## src/logic/nlc_pkg.sv

```systemverilog
// Shared widths, fixed-point constants and types for the ADC corrector RTL and its testbench
package nlc_pkg;

	localparam int SAMPLE_W  = 21;
	localparam int FIX_W     = 32;
	localparam int FRAC_BITS = 16;
	localparam int NUM_COEFF = 6;
	localparam int MAX_CH    = 16;

	typedef logic signed [SAMPLE_W-1:0] sample_t;
	typedef logic signed [FIX_W-1:0]    fix_t;
	typedef logic [3:0]                 chan_idx_t;

	// Highest order first, so the set also reads as fix_t [NUM_COEFF-1:0]
	typedef struct packed {
		fix_t c5;
		fix_t c4;
		fix_t c3;
		fix_t c2;
		fix_t c1;
		fix_t c0;
	} coeff_set_t;

	typedef struct packed {
		sample_t    x_adc;
		fix_t       neg_mean;
		fix_t       recip_stdev;
		coeff_set_t coeffs;
	} chan_in_t;

	typedef enum logic {
		MODE_EXTERNAL,
		MODE_STORED
	} nlc_mode_e;

	typedef struct packed {
		nlc_mode_e                  mode;
		chan_in_t [MAX_CH-1:0]      ch;
	} frame_t;

	typedef struct packed {
		chan_idx_t channel;
		sample_t   x_lin;
	} result_t;

	typedef struct packed {
		fix_t      a;
		fix_t      b;
		fix_t      c;
		chan_idx_t tag;
	} mac_op_t;

	// Sweep order matters, the sequencer steps through these in sequence
	typedef enum logic [2:0] {
		SEQ_IDLE,
		SEQ_NORM,
		SEQ_H5,
		SEQ_H4,
		SEQ_H3,
		SEQ_H2,
		SEQ_H1,
		SEQ_DRAIN
	} sweep_e;

endpackage

```

## src/logic/fixed_mac.sv

```systemverilog
// Two-stage fixed-point multiply-add shared by all channels and sweeps
`timescale 1ns/1ps

module fixed_mac import nlc_pkg::*; (
	input  logic      clk,
	input  logic      reset,
	input  logic      issue_i,
	input  mac_op_t   op_i,
	output logic      done_o,
	output chan_idx_t tag_o,
	output fix_t      result_o
);

	logic signed [2*FIX_W-1:0] prod_q;
	logic signed [2*FIX_W-1:0] prod_shift;
	fix_t                      c_q;
	chan_idx_t                 tag1_q;
	logic                      vld1_q;
	fix_t                      res_q;
	chan_idx_t                 tag2_q;
	logic                      vld2_q;

	always_ff @(posedge clk) begin
		if (reset) begin
			vld1_q <= 1'b0;
			vld2_q <= 1'b0;
		end else begin
			vld1_q <= issue_i;
			vld2_q <= vld1_q;
		end
	end

	assign prod_shift = prod_q >>> FRAC_BITS;

	always_ff @(posedge clk) begin
		prod_q <= $signed(op_i.a) * $signed(op_i.b);
		c_q    <= op_i.c;
		tag1_q <= op_i.tag;
		// Truncate to the working width and wrap on the add
		res_q  <= prod_shift[FIX_W-1:0] + c_q;
		tag2_q <= tag1_q;
	end

	assign done_o   = vld2_q;
	assign tag_o    = tag2_q;
	assign result_o = res_q;

endmodule

```

## config.mk

```make
export PLATFORM = sky130hd
export DESIGN_NAME = fixed_mac
export DESIGN_NICKNAME = d
export VERILOG_FILES = /design/src/logic/nlc_pkg.sv /design/src/logic/fixed_mac.sv
export SDC_FILE = /design/constraint.sdc
export NUM_CORES = 2
export LEC_CHECK = 0
export BUFFER_PORTS_ARGS = -buffer_cell sky130_fd_sc_hd__buf_2
export CORE_MARGIN = 4
export CORE_UTILIZATION = 65
export CTS_CLUSTER_DIAMETER = 80
export DETAILED_ROUTE_END_ITERATION = 10
export PLACE_DENSITY = 0.86
export SYNTH_ARGS = -nofsm -noshare
export SYNTH_HDL_FRONTEND = slang
export SYNTH_SLANG_ARGS = --single-unit
```

## constraint.sdc

```tcl
create_clock -name clk -period 15.31 [get_ports clk]
set_input_delay 1.531 -clock clk [delete_from_list [all_inputs] [get_ports clk]]
set_output_delay 1.531 -clock clk [all_outputs]
set_load 0.05 [all_outputs]
```

## Word level (Yosys, flattened, before mapping)

Cells that the tools add are included.

| word-level totals | value |
|---|---|
| register bits | 122 |
| output and inout bits | 37 |
| word-level logic and storage cells | 9 |

| operators by class | value |
|---|---|
| $add $sub $neg | 1 |
| $mul | 1 |

Operators by type and width:

| operator | number |
|---|---|
| 32-bit by 32-bit multiplier with 48-bit output | 1 |
| 32-bit adder | 1 |

## Longest topological paths before layout

| logic depth | value |
|---|---|
| depth after elaboration | 1 |
| mapped depth | 27 |
| gate-level depth less buffers | 26 |

## Worst setup path before layout

Ideal clock, no wire load.

| timing | value |
|---|---|
| kind | input -> register |
| start point | input port op_i[88] (netlist name) |
| end point | register prod_q[47] |
| arrival | 8.056 ns |
| setup slack | 7.181 ns |
| stages on the path | 23 |
| buffers on the path | 2 |
| cell sequence | clkbuf_1 clkbuf_1 nand2_1 fa_1 fa_1 fa_1 fa_1 inv_1 fa_1 fa_1 fa_1 fa_1 ha_1 a21o_1 a21o_1 a21oi_2 o22ai_2 nor4_4 a211oi_2 a2111oi_2 o21bai_2 a21oi_2 xnor2_1 |

| between the ends | value |
|---|---|
| cells in the longest elaborated chain, start to end | 1 |

Ends and longest elaborated chain:

| what | RTL line | source |
|---|---|---|
| from (decl) | fixed_mac.sv:8 | `input mac_op_t op_i,` |
| 32-bit by 32-bit multiplier with 48-bit output | fixed_mac.sv:36 | `prod_q <= $signed(op_i.a) * $signed(op_i.b);` |
| to (signal assigned) | fixed_mac.sv:36 |  |
| to (decl) | fixed_mac.sv:14 | `logic signed [2*FIX_W-1:0] prod_q;` |

Every way passes these cells.
A chain may end at the register's enable or synchronous reset.

## Final worst setup path

| timing | value |
|---|---|
| start point | input port op_i[38] (netlist name) |
| end point | register prod_q[42] |

The elaborated chain is that of the path after synthesis.

==> flow_summary_export.csv <==
group,metric,value,unit
yosys,synth_async_sr_flop_share,0,%
clock_network,cts_tree,"yes",
finish,drive_gt1_share,5.26,%
critical_path,r2r_start,"prod_q[21]",
floorplanning,row_count,80,
floorplanning,fp.dieArea,52600,µm²
timing,fin_crit_sh,57.3,%
critical_path,r2r_slack,11.98,ns
job,cap_violations,0,
yosys,synth_top_area_share,52.7,%
critical_path,crit_required,15.62,ns
timing,period_needed,8.78,ns
placed_design,io_buffers,139,
drt,wl_met2,37.7,mm
global_routing,grt_max_degree,34,
yosys,yosysTopAreaCell,"fa_1",
global_routing,grt_usage,31.5,%
global_routing,grt_overflow,0,
drt,m1WireLength,27.6,mm
yosys,synth_cells,3354,
timing,fin_hold_ws,0.332,ns
timing,setup-violations-final,0,
yosys,synth-seq-area-share,6.66,%
drt,highest_layer,"met5",
clock_network,cts.sinks,106,
critical_path,end_kind,"flop",
timing,hold_violations,0,
drt,routed_wl,77.9,mm
critical_path,r2r_cells,10,
yosys,ys.flop_type,"dfxtp_1",
status,status,"complete, no violations",
drt,drc,0,
clock_network,worstSkewPairLatency,0.38,ns
clock_network,cts_resized,0,
timing,tightest_slew,0.830,ns
critical_path,timing.rr.end,"result_o[31]",
floorplanning,die_h,229,µm
drt,drtIter0Drc,1985,
yosys,yosys_warnings,0,
drt,vias_per_cell,5.66,
floorplanning,core,48100,µm²
critical_path,critPathMaxFanout,32,
critical_path,arrival,9.09,ns
clock_network,cts_setup_buffers,0,
yosys,synth_edf_count,0,
yosys,ys_ff_latch,106,
yosys,synth_area,31900,µm²
clock_network,cts-buffers-inserted,9,
finish,final_nets,4478,
placed_design,routabilityCongestion,0.911,
clock_network,cts-root-buf,"clkbuf_16",
clock_network,clk_pin_slew,0.07,ns
worst_hold_path,min_path_type,"reg -> reg",
drt,drt-wirelength-per-cell,19.4,µm
floorplanning,die_x,229,µm
finish,syn_to_final_growth,3.80,%
drt,vias,22700,
critical_path,critPathLaunch,"op_i[38]",
critical_path,critPathLaunchType,"primary input",
drt,postRouteAntennaNets,0,
yosys,avgSynthCellArea,9.50,µm²
drt,drtPass1Iterations,6,
floorplanning,io_pins,140,
finish,final_common_cell,"fa_1",
global_routing,grt_pass1_wl,130,mm
timing,drv_slew,0,
clock_network,cts_hold_buf,0,
timing,max_freq,0.114,GHz
timing,slew-limit-headroom,44.3,%
yosys,synth_cell_types,54,
critical_path,path_class,"in -> reg",
finish,final_cell_mix,"839 x fa_1, 769 x inv_1, 476 x nand2_1, 431 x and2_1, 194 x ha_1",
yosys,yosys-top-cells-area,"fa_1 53%, inv_1 9.1%, and2_1 8.5%",
worst_hold_path,hold_start,"tag1_q[2]",
clock_network,clockBufferDepth,2,
global_routing,grt_pass1_vias,25500,
global_routing,antenna_found_initial,7,
clock_network,htreeDepth,3,
yosys,synth_nets,4490,
drt,wl_met3,7.27,mm
placed_design,dp_hpwl,62.7,mm
timing,rsz0062_at_grt,"false",
timing,fin_tns_setup,0,ns
floorplanning,start_util,66.2,%
critical_path,crit_end,"prod_q[42]",
timing,fin_skew,0.0123,ns
-- through the flow --
step	util (%)	instance area, µm²	setup WS, ns	std cells
6_report	68.7	33100	6.53	4008
5_1_grt	68.7	33100	6.24	4008
4_1_cts	68.7	33100	6.57	4003
3_5_place_dp	68.1	32800	6.16	3987
3_3_place_gp	68.1	32800	6.32	3987
2_1_floorplan	-	31900	7.18	3354
-- kinds of logic (layout without fill, tap and decap cells) --
family                     after synthesis  in the layout  share of synthesized area (%)
adders and majority gates             1033           1033                           60.3
DFF                                    106            106                           6.66
xor gates and xnor gates                95             95                           2.61
and+or+nand+nor                       1025           1025                           16.1
muxes                                    1              1                         0.0353
buffers and inverters                  934            927                           11.0
AOI/OAI and AO/OA                      160            160                           3.27
other                                    0              5                              0
-- flip-flops by register name, summed over array words and instances, names as in the netlist --
register / count
vld1_q: 1
done_o: 1
result_o: 32
c_q: 32
tag1_q: 4
prod_q: 32
tag_o: 4
-- metal layers --
metal	global-route usage, %	vias to the layer above
met4	18.6	4
met2	52.0	1234
met5	0	-
met3	6.20	326
li1	-	9601
met1	38.9	11500
-- synthesized netlist by cell type (2+ instances only) --
library cell  instances
a211oi_1              2
o21bai_2              2
clkbuf_1            164
a21oi_2               2
nand4_1               8
ha_1                194
a21o_1               29
and3_1                5
xnor2_1              72
a21oi_1              51
nand3b_1              3
nand3_1              13
o21bai_1              4
and2_1              431
or2_2                 3
nor2b_1              23
inv_1               769
nor2_1               37
xor2_1               23
a311oi_1              2
a31oi_1               6
a31o_2                2
a21boi_0              3
o21a_1                9
o21ai_0              28
nor3_1                4
o211ai_1              2
fa_1                839
dfxtp_1             106
nand2b_1             15
o2111ai_1             3
nand2_1             476
o21ai_1               3
-- layout make-up --
cell class | instances | area (µm²)
Multi-Input combinational cell | 2314 | 26200
Fill cell | 3527 | 15100
Inverter | 769 | 2890
Sequential cell | 106 | 2120
Tap cell | 656 | 821
Timing Repair Buffer | 142 | 718
Clock buffer | 10 | 229
Clock inverter | 6 | 51.3
Antenna cell | 5 | 12.5
-- how the worst min path moves through the flow --
stage	to	slack, ns	depth (start not counted)
2_1_floorplan	tag_o[0]	0.31	0
3_3_place_gp	tag_o[0]	0.31	0
3_5_place_dp	tag_o[2]	0.31	0
4_1_cts	tag_o[2]	0.34	0
5_1_grt	tag_o[2]	0.34	0
6_report	tag_o[2]	0.33	0
-- critical path, cell delays in order --
cell,delay [ns]
buf_2,0.57
nand2_1,0.19
fa_1,0.59
fa_1,0.43
fa_1,0.47
fa_1,0.54
inv_1,0.05
fa_1,0.51
inv_1,0.06
fa_1,0.53
inv_1,0.05
fa_1,0.50
fa_1,0.43
ha_1,0.36
and4_4,0.21
a31o_1,0.20
a21oi_1,0.14
o22ai_1,0.13
o21bai_2,0.41
nand2_1,0.25
a31oi_1,0.41
o21ai_1,0.16
a21oi_1,0.20
xnor2_1,0.13
Power is not shown: default switching activity piles up to over one toggle a cycle in this logic, so the estimate is an artifact.
