[config.mk]
export PLATFORM = sky130hd
export DESIGN_NAME = result_queue
export DESIGN_NICKNAME = d
export VERILOG_FILES = /design/src/logic/nlc_pkg.sv /design/src/logic/result_queue.sv
export SDC_FILE = /design/constraint.sdc
export NUM_CORES = 1
export LEC_CHECK = 0
export BUFFER_PORTS_ARGS = -buffer_cell sky130_fd_sc_hd__buf_2
export CAP_MARGIN = 20
export CORE_UTILIZATION = 60
export CTS_CLUSTER_SIZE = 10
export DETAILED_ROUTE_END_ITERATION = 12
export PLACE_DENSITY = 0.78
export RECOVER_POWER = 25
export SYNTH_ARGS = -nofsm -noshare
export SYNTH_HDL_FRONTEND = slang
export SYNTH_SLANG_ARGS = --single-unit
export TNS_END_PERCENT = 10
[constraint.sdc]
create_clock -name clk -period 5 [get_ports clk]
set_input_delay 0.75 -clock clk [delete_from_list [all_inputs] [get_ports clk]]
set_output_delay 0.75 -clock clk [all_outputs]
set_load 0.01 [all_outputs]
[src/logic/nlc_pkg.sv]
// Shared widths, fixed-point constants and types for the ADC corrector RTL and its testbench
package nlc_pkg;

	localparam int SAMPLE_W  = 21;
	localparam int FIX_W     = 32;
	localparam int FRAC_BITS = 16;
	localparam int NUM_COEFF = 6;
	localparam int MAX_CH    = 16;

	typedef logic signed [SAMPLE_W-1:0] sample_t;
	typedef logic signed [FIX_W-1:0]    fix_t;
	typedef logic [3:0]                 chan_idx_t;

	// Highest order first, so the set also reads as fix_t [NUM_COEFF-1:0]
	typedef struct packed {
		fix_t c5;
		fix_t c4;
		fix_t c3;
		fix_t c2;
		fix_t c1;
		fix_t c0;
	} coeff_set_t;

	typedef struct packed {
		sample_t    x_adc;
		fix_t       neg_mean;
		fix_t       recip_stdev;
		coeff_set_t coeffs;
	} chan_in_t;

	typedef enum logic {
		MODE_EXTERNAL,
		MODE_STORED
	} nlc_mode_e;

	typedef struct packed {
		nlc_mode_e                  mode;
		chan_in_t [MAX_CH-1:0]      ch;
	} frame_t;

	typedef struct packed {
		chan_idx_t channel;
		sample_t   x_lin;
	} result_t;

	typedef struct packed {
		fix_t      a;
		fix_t      b;
		fix_t      c;
		chan_idx_t tag;
	} mac_op_t;

	// Sweep order matters, the sequencer steps through these in sequence
	typedef enum logic [2:0] {
		SEQ_IDLE,
		SEQ_NORM,
		SEQ_H5,
		SEQ_H4,
		SEQ_H3,
		SEQ_H2,
		SEQ_H1,
		SEQ_DRAIN
	} sweep_e;

endpackage

[src/logic/result_queue.sv]
// Output FIFO with slot reservation; sends corrected samples against consumer credits
`timescale 1ns/1ps

module result_queue import nlc_pkg::*; #(
	parameter int OUT_CREDITS = 4,
	parameter int NUM_CH      = 16
) (
	input  logic    clk,
	input  logic    reset,
	input  logic    reserve_i,
	output logic    slot_avail_o,
	input  logic    push_i,
	input  result_t push_data_i,
	output logic    out_valid_o,
	output result_t out_result_o,
	input  logic    out_credit_i
);

	localparam int PTR_W  = $clog2(NUM_CH);
	localparam int CNT_W  = $clog2(NUM_CH + 1);
	localparam int CRED_W = $clog2(OUT_CREDITS + 1);

	result_t           mem [NUM_CH];
	logic [PTR_W-1:0]  wr_ptr;
	logic [PTR_W-1:0]  rd_ptr;
	logic [CNT_W-1:0]  stored_cnt;
	logic [CNT_W-1:0]  reserved_cnt;
	logic [CRED_W-1:0] credit_cnt;
	logic              pop;

	// A reservation turns into a stored entry when its result is pushed
	assign slot_avail_o = (stored_cnt + reserved_cnt) < NUM_CH;
	assign pop          = (stored_cnt != '0) && (credit_cnt != '0);
	assign out_valid_o  = pop;
	assign out_result_o = mem[rd_ptr];

	always_ff @(posedge clk) begin
		if (reset) begin
			wr_ptr       <= '0;
			rd_ptr       <= '0;
			stored_cnt   <= '0;
			reserved_cnt <= '0;
			credit_cnt   <= CRED_W'(OUT_CREDITS);
		end else begin
			if (push_i)
				wr_ptr <= (wr_ptr == PTR_W'(NUM_CH - 1)) ? '0 : wr_ptr + 1'b1;
			if (pop)
				rd_ptr <= (rd_ptr == PTR_W'(NUM_CH - 1)) ? '0 : rd_ptr + 1'b1;
			stored_cnt   <= stored_cnt + CNT_W'(push_i) - CNT_W'(pop);
			reserved_cnt <= reserved_cnt + CNT_W'(reserve_i) - CNT_W'(push_i);
			credit_cnt   <= credit_cnt + CRED_W'(out_credit_i) - CRED_W'(pop);
		end
	end

	always_ff @(posedge clk) begin
		if (push_i)
			mem[wr_ptr] <= push_data_i;
	end

endmodule

Yosys cells after proc, flatten, opt, wreduce, memory -nomap -nowiden --
Memory sizes are Yosys's and may differ from the RTL's. A register that Yosys moved wholly into a read port is not among the register bits. Cells that the tools add are included.
Cells by class: add/sub/neg operators 9, multiplexer cells 6, order comparisons 1, reduce and logical (&&, ||, !) cells 3, equality and inequality tests 2
Operators by type and width (number):
- two-way mux 4 bit | 4
- adder 5 x 1 -> 5 bit | 2
- subtractor 5 x 1 -> 5 bit | 2
- adder 4 x 1 -> 4 bit, second input constant | 2
- equality test 4 bit, second input constant | 2
- adder 5 x 5 -> 6 bit | 1
- < comparator 6 x 5 -> 1 bit, second input constant | 1
- nonzero test 5 bit | 1
- adder 3 x 1 -> 3 bit | 1
- nonzero test 3 bit | 1
- subtractor 3 x 1 -> 3 bit | 1
- two-way mux 1 bit | 2
- logical AND 1 bit | 1
Word-level totals: bits in registers 21, input bits 30, logic and storage cells 27, memories kept 1, output and inout port bits 27, RAM bits 400
Memories:
- mem | depth 16, bits a word 25, read ports 1, clocked after Yosys merged registers in 1, wr ports 1, RTL line result_queue.sv:23 | result_t mem [NUM_CH];

Longest topological paths before layout --
depth after elaboration 4, depth in mapped cells 11

Worst setup path after synthesis --
OpenSTA, ideal clock, no wires.
path type flip-flop to output port, start point reg stored_cnt[1], end point out slot_avail_o, stages on the path, launching flop included 5, arrival time 1.728 ns, data required time 4.250 ns, setup slack 2.522 ns, path buffers 0, path through dfxtp_1 ha_1 a31o_2 a21o_1 a2111oi_0
Between the ends: longest elaborated chain between the ends 2
Ends and longest elaborated chain:
- start, declared | RTL line result_queue.sv:26 | logic [CNT_W-1:0] stored_cnt;
- start signal, assigned | RTL line result_queue.sv:49 | stored_cnt <= stored_cnt + CNT_W'(push_i) - CNT_W'(pop);
- adder 5 x 5 -> 6 bit | RTL line result_queue.sv:32 | assign slot_avail_o = (stored_cnt + reserved_cnt) < NUM_CH;
- < comparator 6 x 5 -> 1 bit | RTL line result_queue.sv:32
- end, declared | RTL line result_queue.sv:11 | output logic slot_avail_o,
No other way between the ends.

==> results.cfg <==
[pwr]
power_density_nw_per_um2 = 476
max-vdd-ir-drop_uv = 332
p_switching_w = 0.00216
p_clk_share_pct = 34.3
combPwrFrac_pct = 18.0
intPower_w = 0.00660
p_seq_share_pct = 47.7
switching_share_pct = 24.7
p_leak_nw = 5.97

[detailed_routing]
routed_wl_mm = 35.4
drt_iter0_markers = 908
wire_per_inst_um = 29.1
dr.pass1.iters = 5
drc = 0
antenna_left = 0
via_count = 8096
vias_per_cell = 6.65

[timing]
fin_skew_ns = 0.0177
max_freq_ghz = 0.268
report.final.slew_viol_count = 0
final_hold_viol_count = 0
fin_tns_setup_ns = 0
min_period_over_period_pct = 74.6
relSlewSlack_pct = 29.2
rsz0062_at_grt = false
layout_min_cycle_time_ns = 3.73
finalSetupViolCount = 0
tightest_slew_ns = 1.06

[yosys]
yosysUniqueCellTypes = 36
yosys-top-cells-area = edfxtp_1 (73%), mux4_2 (14%), dfxtp_1 (3.0%)
syn-cell-area_um2 = 16400
synth_top_area_cell = edfxtp_1
synth-seq-area-share_pct = 76.2
synth-seq-cells = 425
synth_top_area_share_pct = 73.1
synth_warnings = 0
synth.avg_cell_area_um2 = 21.2
syn_nets = 827
syn_inst = 774

[global_route]
grt_pass1_wl_mm = 52.2
track_usage_pct = 26.2
grt_max_degree = 68
antenna_found_initial = 1
globalRouteOverflowTotal = 0
grt_pass1_vias = 8439

[critical_path]
worstPathRequired_ns = 4.25
crit_type = flip-flop to output pin
cp-start-kind = flip-flop
worstPathMaxFanout = 40
crit_path_end_kind = output pin
cp.arrival_ns = 2.98

[die]
die_area_um2 = 28000
rows = 60
core_um2 = 26900
chipHeight_um = 167
io_pins = 57
die-width_um = 167
initial_core_util_pct = 61.1

[final_layout]
fillers = 1609
finalNetCount = 918
layout-drive-gt1-share_pct = 25.5
stdcell_count = 1217
area_growth_pct = 12.1

[place]
globalplace.congestion = 0.767
post-dp-hpwl_mm = 18.7
placedCellCount = 1156
portBuffers = 56

[clock_network]
path_clk_slew_ns = 0.05
cts-root-to-sink-buffers = 3
cts_sinks = 425
ctsResizeCount = 0
cts_max_level = 2
post_cts.repair.setup_buffers = 0
cts_tree = done
clkLatencyLatePin_ns = 0.56
cts-buffers-inserted = 48
root_buffer = clkbuf_16
hold_buffers = 0

[hold_path]
hold_path_class = flip-flop to flip-flop

[outcome]
outcome = finished, final reports clean

[job]
cap_violations = 0
[layout by cell type (no fill, tap or decap), types with 2 or more instances in the layout]
master,n
edfxtp_1,400
nor2_1,13
buf_2,38
or3_1,3
inv_1,13
xor2_1,4
a21o_1,5
xnor2_1,7
nor3b_1,2
diode_2,2
fa_1,3
a22oi_1,50
ha_1,20
clkbuf_16,50
buf_4,21
clkbuf_1,24
dfxtp_1,23
nand2b_1,3
dfxtp_4,2
a21oi_1,10
nand3_1,2
nand2_1,35
o21ai_0,3
and2_1,16
nor2b_1,6
mux4_2,100
a31o_2,3
[per-stage QoR]
| stage | worst slack, ns | hold WS [ns] | power [W] | cell area (µm²) | utilization [%] |
|---|---|---|---|---|---|
| 2_1_floorplan | 2.52 | 0.505 | 0.00542 | 16400 | - |
| 3_3_place_gp | 1.85 | 0.509 | 0.00574 | 17100 | 63.7 |
| 3_5_place_dp | 1.79 | 0.530 | 0.00583 | 17100 | 63.7 |
| 4_1_cts | 1.20 | 0.540 | 0.00882 | 18400 | 68.6 |
| 5_1_grt | 1.07 | 0.546 | 0.00908 | 18400 | 68.5 |
| 6_report | 1.27 | 0.543 | 0.00876 | 18400 | 68.5 |
[per-layer routing]
metal | vias to the layer above | GRT usage, % | share of wire [%]
met5 | - | 0 | 0
met1 | 4201 | 33.3 | 37
met2 | 440 | 44.3 | 50
met3 | 99 | 5.55 | 9.0
li1 | 3356 | - | -
met4 | 0 | 11.0 | 3.6
[kinds of logic (layout without fill, tap and decap cells)]
family | count (synthesis) | count (layout) | share of synthesized area [%]
DFF | 425 | 425 | 76.2
muxes | 101 | 101 | 13.8
and+or+nand+nor | 88 | 88 | 2.73
AOI/OAI and AO/OA | 76 | 76 | 3.31
buffers and inverters | 50 | 150 | 1.52
adders and majority gates | 23 | 23 | 1.89
xor gates and xnor gates | 11 | 11 | 0.587
other | 0 | 2 | 0
[Yosys cell counts, drive strengths merged]
cell type / number
edfxtp: 400
mux4: 100
a22oi: 50
nand2: 35
dfxtp: 25
ha: 20
buf: 19
clkbuf: 18
and2: 17
nor2: 14
inv: 13
a21oi: 10
nor2b: 8
xnor2: 7
a21o: 5
xor2: 4
a31o: 3
fa: 3
nand2b: 3
o21ai: 3
or3: 3
nand3: 2
nor3: 2
nor3b: 2
a2111oi: 1
a211oi: 1
a311oi: 1
a31oi: 1
a41oi: 1
and3: 1
mux2i: 1
nor4b: 1
[final timing paths]
kind,endpoint,start,slack [ns],cells after the start
max reg2reg,stored_cnt[4],stored_cnt[3],2.30,11
min reg2reg,flip-flop,rd_ptr[1],0.54,2
min,flip-flop,rd_ptr[1],0.54,2
max,out_result_o[17],flip-flop,1.27,5
[cell type report]
type | instances | area, µm² | area share (%)
Timing Repair Buffer | 78 | 435 | 2.36
Sequential cell | 425 | 12500 | 68.0
Tap cell | 341 | 427 | 2.32
Multi-Input combinational cell | 299 | 3680 | 20.0
Clock buffer | 56 | 1270 | 6.92
Clock inverter | 3 | 25.0 | 0.136
Inverter | 13 | 48.8 | 0.265
Antenna cell | 2 | 5.00 | 0.0272
[critical path, stage by stage, from the launching register on]
cell and delay, ns:
dfxtp_4 0.89, buf_4 0.45, mux4_2 0.55, a22oi_1 0.25
nand2_1 0.09, buf_2 0.15
[registers in the layout, indices dropped and copies added (netlist names), named ones only]
signal	count
mem	400
stored_cnt	5
credit_cnt	3
rd_ptr	4
reserved_cnt	5
wr_ptr	4
[power by group through the flow]
stage / Sequential (W) / Combinational [W] / Clock [W]
after global placement: 0.00424 / 0.00150 / 0
final: 0.00418 / 0.00157 / 0.00301
after floorplan: 0.00410 / 0.00132 / 0
after detailed placement: 0.00426 / 0.00157 / 0
after CTS: 0.00419 / 0.00160 / 0.00304
after global routing: 0.00420 / 0.00172 / 0.00316
Note: power is estimated with default switching activity, not from simulation.
